[src/hw/ddc_pkg.sv]
// shared widths, stream structs and CORDIC angle table of the receiver front end, imported by each stage
`default_nettype none

package ddc_pkg;

   typedef logic signed [15:0] sample_t;   // input I or Q
   typedef logic        [19:0] phase_t;    // 2^19 is pi rad
   typedef logic signed [17:0] rot_t;      // rotator output component
   typedef logic signed [23:0] cic_t;      // 18 bits plus growth for decim 4

   // input sample pair
   typedef struct packed {
      sample_t i;
      sample_t q;
   } iq_in_t;

   typedef struct packed {
      rot_t i;
      rot_t q;
   } rot_iq_t;   // after mixing

   typedef struct packed {
      cic_t i;
      cic_t q;
   } cic_iq_t;   // decimated output

   localparam int CORDIC_STAGES = 15;   // micro-rotations kept

   // atan(2^-k) in units where 45 degrees is 2^17
   localparam int ATAN_TABLE [CORDIC_STAGES] = '{
      131072, 77376, 40884, 20753, 10417,
      5213, 2607, 1304, 652, 326,
      163, 81, 41, 20, 10
   };

endpackage

`default_nettype wire
[src/hw/ddc_top.sv]
// receiver mixing and decimation front end, NCO then CORDIC rotator then CIC, one shared stall
`timescale 1ns/1ps
`default_nettype none

module ddc_top #(
   parameter int DECIM = 4   // CIC ratio, 2 or 4
) (
   input  logic             clk,
   input  logic             rst,
   input  ddc_pkg::phase_t  freq,        // quasi-static tuning word
   input  ddc_pkg::iq_in_t  in_data,
   input  logic             in_valid,
   output logic             in_ready,
   output ddc_pkg::cic_iq_t out_data,
   output logic             out_valid,
   input  logic             out_ready
);
   import ddc_pkg::*;

   logic    advance;     // whole pipeline steps
   logic    smp_valid;
   iq_in_t  smp_data;
   phase_t  smp_phase;
   logic    rot_valid;
   rot_iq_t rot_data;

   assign in_ready = advance;   // input accepted only when everything moves

   phase_accumulator nco_i (
      .clk       (clk),
      .rst       (rst),
      .advance   (advance),
      .freq      (freq),
      .in_data   (in_data),
      .in_valid  (in_valid),
      .smp_data  (smp_data),
      .smp_phase (smp_phase),
      .smp_valid (smp_valid)
   );

   // 17 advance cycles deep
   cordic_rotator rot_i (
      .clk       (clk),
      .rst       (rst),
      .advance   (advance),
      .in_valid  (smp_valid),
      .in_data   (smp_data),
      .in_phase  (smp_phase),
      .out_valid (rot_valid),
      .out_data  (rot_data)
   );

   cic_decimator #(
      .DECIM (DECIM)
   ) cic_i (
      .clk       (clk),
      .rst       (rst),
      .in_valid  (rot_valid),
      .in_data   (rot_data),
      .ready     (advance),     // low only on output back-pressure
      .out_valid (out_valid),
      .out_data  (out_data),
      .out_ready (out_ready)
   );

endmodule

`default_nettype wire

[src/hw/cic_decimator.sv]
// three-stage CIC decimator for the rotated I/Q stream with an output holding register
`timescale 1ns/1ps
`default_nettype none

module cic_decimator #(
   parameter int DECIM = 4   // 2 or 4
) (
   input  logic             clk,
   input  logic             rst,
   input  logic             in_valid,
   input  ddc_pkg::rot_iq_t in_data,
   output logic             ready,       // pipeline advance
   output logic             out_valid,
   output ddc_pkg::cic_iq_t out_data,
   input  logic             out_ready
);
   import ddc_pkg::*;

   localparam int CW = $clog2(DECIM);

   logic [CW-1:0] cnt;        // integrated samples in this block
   logic          dec_tick;   // last integration closed a block
   logic          take;
   cic_t x [2];               // sign extended input, 0 is I
   cic_t integ [2][3];        // integrators, wrap mod 2^24
   cic_t dly [2][3];          // comb delays
   cic_t comb [2][4];         // comb chain taps

   // holding register full and not taken
   assign ready = !out_valid || out_ready;
   assign take  = in_valid && ready;

   always_comb begin
      x[0] = {{6{in_data.i[17]}}, in_data.i};
      x[1] = {{6{in_data.q[17]}}, in_data.q};
      for (int c = 0; c < 2; c++) begin
         comb[c][0] = integ[c][2];
         for (int s = 0; s < 3; s++) begin
            comb[c][s+1] = comb[c][s] - dly[c][s];   // differential delay 1
         end
      end
   end

   always_ff @(posedge clk) begin
      if (rst) begin
         cnt       <= '0;
         dec_tick  <= 1'b0;
         out_valid <= 1'b0;
         for (int c = 0; c < 2; c++) begin
            for (int s = 0; s < 3; s++) begin
               integ[c][s] <= '0;
               dly[c][s]   <= '0;
            end
         end
      end else begin
         // input rate
         if (take) begin
            for (int c = 0; c < 2; c++) begin
               integ[c][0] <= integ[c][0] + x[c];
               integ[c][1] <= integ[c][1] + integ[c][0];   // previous value
               integ[c][2] <= integ[c][2] + integ[c][1];
            end
            if (cnt == CW'(DECIM - 1)) begin
               cnt <= '0;
            end else begin
               cnt <= cnt + 1'b1;
            end
         end
         dec_tick <= take && (cnt == CW'(DECIM - 1));
         // output rate
         if (dec_tick) begin
            for (int c = 0; c < 2; c++) begin
               for (int s = 0; s < 3; s++) begin
                  dly[c][s] <= comb[c][s];
               end
            end
         end
         // register always empty when a tick lands
         if (dec_tick) begin
            out_valid <= 1'b1;
         end else if (out_ready) begin
            out_valid <= 1'b0;
         end
      end
   end

   // holding register payload
   always_ff @(posedge clk) begin
      if (dec_tick) begin
         out_data.i <= comb[0][3];
         out_data.q <= comb[1][3];
      end
   end

endmodule

`default_nettype wire

[src/hw/cordic_rotator.sv]
// pipelined CORDIC vector rotator with per-stage valid bits, all stages held while advance is low
`timescale 1ns/1ps
`default_nettype none

module cordic_rotator (
   input  logic             clk,
   input  logic             rst,
   input  logic             advance,    // common stage enable
   input  logic             in_valid,
   input  ddc_pkg::iq_in_t  in_data,
   input  ddc_pkg::phase_t  in_phase,   // rotation angle
   output logic             out_valid,
   output ddc_pkg::rot_iq_t out_data
);
   import ddc_pkg::*;

   // 1 guard bit, 16 data bits, 3 fraction bits
   typedef logic signed [19:0] work_t;

   // width of the residual angle held after stage k
   function automatic int ang_width(input int k);
      if (k == 0) begin
         return 19;
      end else if (k == 1) begin
         return 18;
      end
      return 20 - k;
   endfunction

   // sign extend and append fraction bits
   function automatic work_t ext(input sample_t s);
      return {s[15], s, 3'b000};
   endfunction

   work_t  xi [0:CORDIC_STAGES];    // I per stage
   work_t  xq [0:CORDIC_STAGES];    // Q per stage
   phase_t ang [0:CORDIC_STAGES-1];   // residual angle, zero above its width
   phase_t ang_nxt [1:CORDIC_STAGES-1];
   work_t  i_sh [0:CORDIC_STAGES-1];
   work_t  q_sh [0:CORDIC_STAGES-1];
   logic   [CORDIC_STAGES-1:0] cw;     // residual negative
   logic   [CORDIC_STAGES:0]   vld;    // stage 0 to stage 15 valid
   logic   flip;                        // 2nd or 3rd quadrant

   // quadrants 01 and 10 need the extra 180 degree turn
   assign flip = in_phase[19] ^ in_phase[18];

   always_comb begin
      for (int k = 0; k < CORDIC_STAGES; k++) begin
         cw[k]   = ang[k][ang_width(k) - 1];   // top bit of narrowed residual
         i_sh[k] = xi[k] >>> k;                // arithmetic shift
         q_sh[k] = xq[k] >>> k;
      end
      for (int k = 1; k < CORDIC_STAGES; k++) begin
         if (cw[k-1]) begin
            ang_nxt[k] = ang[k-1] + phase_t'(ATAN_TABLE[k-1]);
         end else begin
            ang_nxt[k] = ang[k-1] - phase_t'(ATAN_TABLE[k-1]);
         end
         // drop the bits that can no longer be reached
         ang_nxt[k] = ang_nxt[k] & phase_t'((1 << ang_width(k)) - 1);
      end
   end

   // valid chain, the only state reset touches
   always_ff @(posedge clk) begin
      if (rst) begin
         vld       <= '0;
         out_valid <= 1'b0;
      end else if (advance) begin
         vld       <= {vld[CORDIC_STAGES-1:0], in_valid};
         out_valid <= vld[CORDIC_STAGES];   // 17th advance
      end
   end

   // data path
   always_ff @(posedge clk) begin
      if (advance) begin
         // stage 0 pre-rotation
         ang[0] <= {1'b0, in_phase[18:0]};   // angle left inside +-90 deg
         if (flip) begin
            xi[0] <= -ext(in_data.i);
            xq[0] <= -ext(in_data.q);
         end else begin
            xi[0] <= ext(in_data.i);
            xq[0] <= ext(in_data.q);
         end
         // micro-rotations 1 to 15
         for (int k = 0; k < CORDIC_STAGES; k++) begin
            if (cw[k]) begin
               xi[k+1] <= xi[k] + q_sh[k];
               xq[k+1] <= xq[k] - i_sh[k];
            end else begin
               xi[k+1] <= xi[k] - q_sh[k];
               xq[k+1] <= xq[k] + i_sh[k];
            end
         end
         for (int k = 1; k < CORDIC_STAGES; k++) begin
            ang[k] <= ang_nxt[k];   // last residual never needed
         end
         // truncate to 18 bits
         out_data.i <= xi[CORDIC_STAGES][19:2];
         out_data.q <= xq[CORDIC_STAGES][19:2];
      end
   end

endmodule

`default_nettype wire

[src/hw/phase_accumulator.sv]
// NCO stage that tags each accepted input sample with the running phase before the rotator
`timescale 1ns/1ps
`default_nettype none

module phase_accumulator (
   input  logic             clk,
   input  logic             rst,
   input  logic             advance,     // pipeline moves this cycle
   input  ddc_pkg::phase_t  freq,        // phase step per sample
   input  ddc_pkg::iq_in_t  in_data,
   input  logic             in_valid,
   output ddc_pkg::iq_in_t  smp_data,
   output ddc_pkg::phase_t  smp_phase,
   output logic             smp_valid
);
   import ddc_pkg::*;

   phase_t phase;   // running accumulator
   logic   take;    // input transfer

   assign take = advance && in_valid;

   // control state
   always_ff @(posedge clk) begin
      if (rst) begin
         phase     <= '0;
         smp_valid <= 1'b0;
      end else if (advance) begin
         smp_valid <= in_valid;   // bubble when no input
         if (take) begin
            phase <= phase + freq;   // wraps mod 2pi
         end
      end
   end

   // sample paired with phase before the step
   always_ff @(posedge clk) begin
      if (take) begin
         smp_data  <= in_data;
         smp_phase <= phase;   // k-th sample sees k*freq
      end
   end

endmodule

`default_nettype wire

[config.mk]
export PLATFORM = sky130hd
export DESIGN_NAME = ddc_top
export DESIGN_NICKNAME = d
export VERILOG_FILES = /design/src/hw/ddc_pkg.sv /design/src/hw/ddc_top.sv /design/src/hw/cic_decimator.sv /design/src/hw/cordic_rotator.sv /design/src/hw/phase_accumulator.sv
export SDC_FILE = /design/constraint.sdc
export NUM_CORES = 2
export LEC_CHECK = 0
export BUFFER_PORTS_ARGS = -buffer_cell sky130_fd_sc_hd__buf_2
export CORE_MARGIN = 5
export CORE_UTILIZATION = 30
export CTS_BUF_LIST = sky130_fd_sc_hd__clkbuf_8
export DETAILED_ROUTE_END_ITERATION = 10
export PLACE_DENSITY = 0.4
export SETUP_SLACK_MARGIN = 0.4
export SYNTH_ARGS = -nofsm -noshare
export SYNTH_HDL_FRONTEND = slang
export SYNTH_SLANG_ARGS = --single-unit
[constraint.sdc]
create_clock -name clk -period 8.3 [get_ports clk]
set_clock_uncertainty 0.1 [all_clocks]
set_input_delay 0.415 -clock clk [delete_from_list [all_inputs] [get_ports clk]]
set_output_delay 0.415 -clock clk [all_outputs]
set_load 0.005 [all_outputs]
==> flow_summary.json <==
{
  "status": "complete, no violations",
  "fmax_mhz": 142.0,
  "pin_count": 106,
  "crit_required_ns": 8.93,
  "core_area_mm2": 0.3028,
  "synth_fp_nets": 10170,
  "die_h_um": 561.4,
  "antenna_found_initial": 5,
  "place_hpwl_mm": 179.2,
  "min_to": "nco_i.phase[11]",
  "viasPerCell": 4.917,
  "numPortBuffers": 105,
  "drive_gt1_frac": 0.06518,
  "fill_cells": 30670,
  "first_pass_iters": 5,
  "nNetsFinal": 10560,
  "worst_setup_path_start_kind": "register",
  "min_path_cells": 6,
  "synth.area.top_cells": "edfxtp_1 (40%), ha_1 (14%), xnor2_1 (7.6%)",
  "grt_pass1_vias": 67040,
  "synth_top_cell_by_area": "edfxtp_1",
  "grt_max_degree": 145,
  "fin_crit_sh": 0.8484,
  "seq_area_frac_synth": 0.4132,
  "cts_resized": 0,
  "critPathArrivalTime_ns": 7.68,
  "yosysWarnings": 0,
  "r2r_start": "cic_i.integ[0][0]",
  "reg2regPathDepth": 33,
  "cpPeakStageDelay_ns": 0.40,
  "min_from": "freq[11]",
  "drc": 0,
  "setup_slack_ns": 1.258,
  "rsz0062_at_grt": "false",
  "path_buf_inv": 3,
  "synth_edf_count": 1227,
  "grt_use_total": 0.1448,
  "dr_total_vias": 66900,
  "ant_nets": 0,
  "syn_avg_cell_area_um2": 10.10,
  "cts_root_buf": "clkbuf_8",
  "fin_util": 0.3388,
  "wl_per_cell_um": 17.31,
  "ys_seq_elements": 1269,
  "multiInputGateArea_mm2": 0.05088,
  "drt-initial-drc-count": 3490,
  "period_minus_slack_ns": 7.042,
  "fp.dieArea_mm2": 0.3152,
  "path_clk_slew_ns": 0.06,
  "area_delta_synth_final_pct": 12.46,
  "cp-end-kind": "register",
  "synthArstFlopShare": 0,
  "maxSlewViolCount": 0,
  "synth.most_common_cell": "edfxtp_1",
  "grt-ovfl-total": 0,
  "cap_viol_max_count": 0,
  "cts_buffer_depth": 4,
  "routed_wl_mm": 235.4,
  "place_ws_ns": 1.139,
  "cts.sinks": 1269,
  "slowest_stage": "fa_1",
  "synthCells": 9032,
  "synthFlopType": "edfxtp_1",
  "critical-path-top-delay-family": "compound AO/OA/AOI/OAI gates",
  "relSlewSlack": 0.3008,
  "cts_buffers": 266,
  "cts_tree": "built",
  "initial_core_util": 0.3013,
  "synth.top_cell.area_share": 0.4039,
  "htree_num_levels": 5,
  "synth_top_cells_by_count": "edfxtp_1 (1227), ha_1 (1032), xnor2_1 (791)",
  "grt_pass1_wl_mm": 371.5,
  "tightest_slew_ns": 1.049,
  "clk_latency_ns": 1.00,
  "routabilityCongestion": 0.8121,
  "regToRegEndpoint": "cic_i.out_data[47]",
  "cpMostUsedCell": "a21oi_1",
  "setup_tns_ns": 0,
  "synthDistinctLibCells": 89,
  "finalSetupViolCount": 0,
  "reg2reg_slack_ns": 1.26,
  "worstPathMaxFanout": 5,
  "ff_latch_area_mm2": 0.03769,
  "place_area_mm2": 0.09662,
  "hold_viol": 0,
  "critPathKind": "reg -> reg",
  "final_area_mm2": 0.1026,
  "hold_class": "in -> reg",
  "die_w_um": 561.4,
  "mappedNetlistArea_mm2": 0.09121,
  "post_cts_buffers": 0,
  "rows": 202
}
==> worst max-delay path by stage <==
stage,startpoint,endpoint,slack [ns],cells after the start
5_1_grt,cic_i.integ[0][0],cic_i.out_data[47],0.65,33
4_1_cts,cic_i.integ[0][0],cic_i.out_data[47],1.16,33
2_1_floorplan,cic_i.integ[0][0],cic_i.out_data[47],2.08,33
6_report,cic_i.integ[0][0],cic_i.out_data[47],1.26,33
3_3_place_gp,cic_i.integ[0][0],cic_i.out_data[47],1.0,33
3_5_place_dp,cic_i.integ[0][0],cic_i.out_data[47],1.14,33
==> area by class of cell <==
type                            count  area share
Inverter                          579     0.02136
Clock inverter                    192     0.01060
Tap cell                         3978     0.04852
Sequential cell                  1269      0.3674
Timing Repair Buffer              257     0.01893
Clock buffer                      276     0.03703
Antenna cell                        7   0.0001708
Multi-Input combinational cell   7047      0.4960
==> flip-flops by register name, summed over array words and instances (netlist names), 2 cells and up <==
name,flops
cic_i.integ,144
rot_i.vld,16
nco_i.phase,20
nco_i.smp_data,32
cic_i.dly,144
rot_i.ang,186
nco_i.smp_phase,20
rot_i.xq,309
rot_i.out_data,36
rot_i.xi,308
cic_i.cnt,2
cic_i.out_data,48
==> metal layers <==
metal  track usage  share of wire  vias up
li1              -              -    33740
met1        0.1965           0.48    31870
met2        0.2431           0.46      949
met3       0.01920          0.032      343
met4       0.03691          0.024        0
met5             0              0        -
==> placed cells by master, fill, tap and decap left out, types with 110 or more instances in the layout <==
master	synthesis	layout
nand3_1	170	169
nor2b_1	130	128
xnor2_1	791	791
nor2_1	790	788
o21bai_1	110	110
a21o_1	227	227
nor3_1	278	278
nand2_1	543	543
clkbuf_8	0	276
o21a_1	137	137
edfxtp_1	1227	1227
o21ai_0	382	382
a21oi_1	763	763
inv_1	578	654
xor2_1	356	356
ha_1	1032	1032
and2_1	182	182
==> repair_timing <==
item | in CTS | in global routing
setup endpoints to repair | 0 | 0
hold buffers | 105 | 0
endpoints found under the hold margin | 72 | 0
==> cell families after synthesis <==
logic type | after synthesis | share of synthesized area
multiplexers | 41 | 0.004815
adder cells (fa/ha/maj) | 1081 | 0.1523
AO/OA/AOI/OAI | 2199 | 0.1544
XOR/XNOR | 1147 | 0.1101
buffers and inverters | 716 | 0.02949
AND/OR/NAND/NOR | 2579 | 0.1357
flip-flops | 1269 | 0.4132
==> worst register-to-register path, delay by kind of cell (launching register included) <==
family,cells,cell delay [ns]
adders and majority gates,4,1.17
AOI/OAI and AO/OA,16,3.31
and+or+nand+nor,6,1.02
DFF,1,0.39
xor gates and xnor gates,4,0.59
buffers and inverters,3,0.26
==> metrics by stage <==
stage,cells,hold WS (ns)
final,13610,0.2183
after global routing,13600,0.1390
after CTS,13600,0.07982
after detailed placement,13030,0.3051
after global placement,13030,0.3011
after floorplan,9032,0.3003
Power is not shown: default switching activity piles up to over one toggle a cycle in this logic, so the estimate is an artifact.
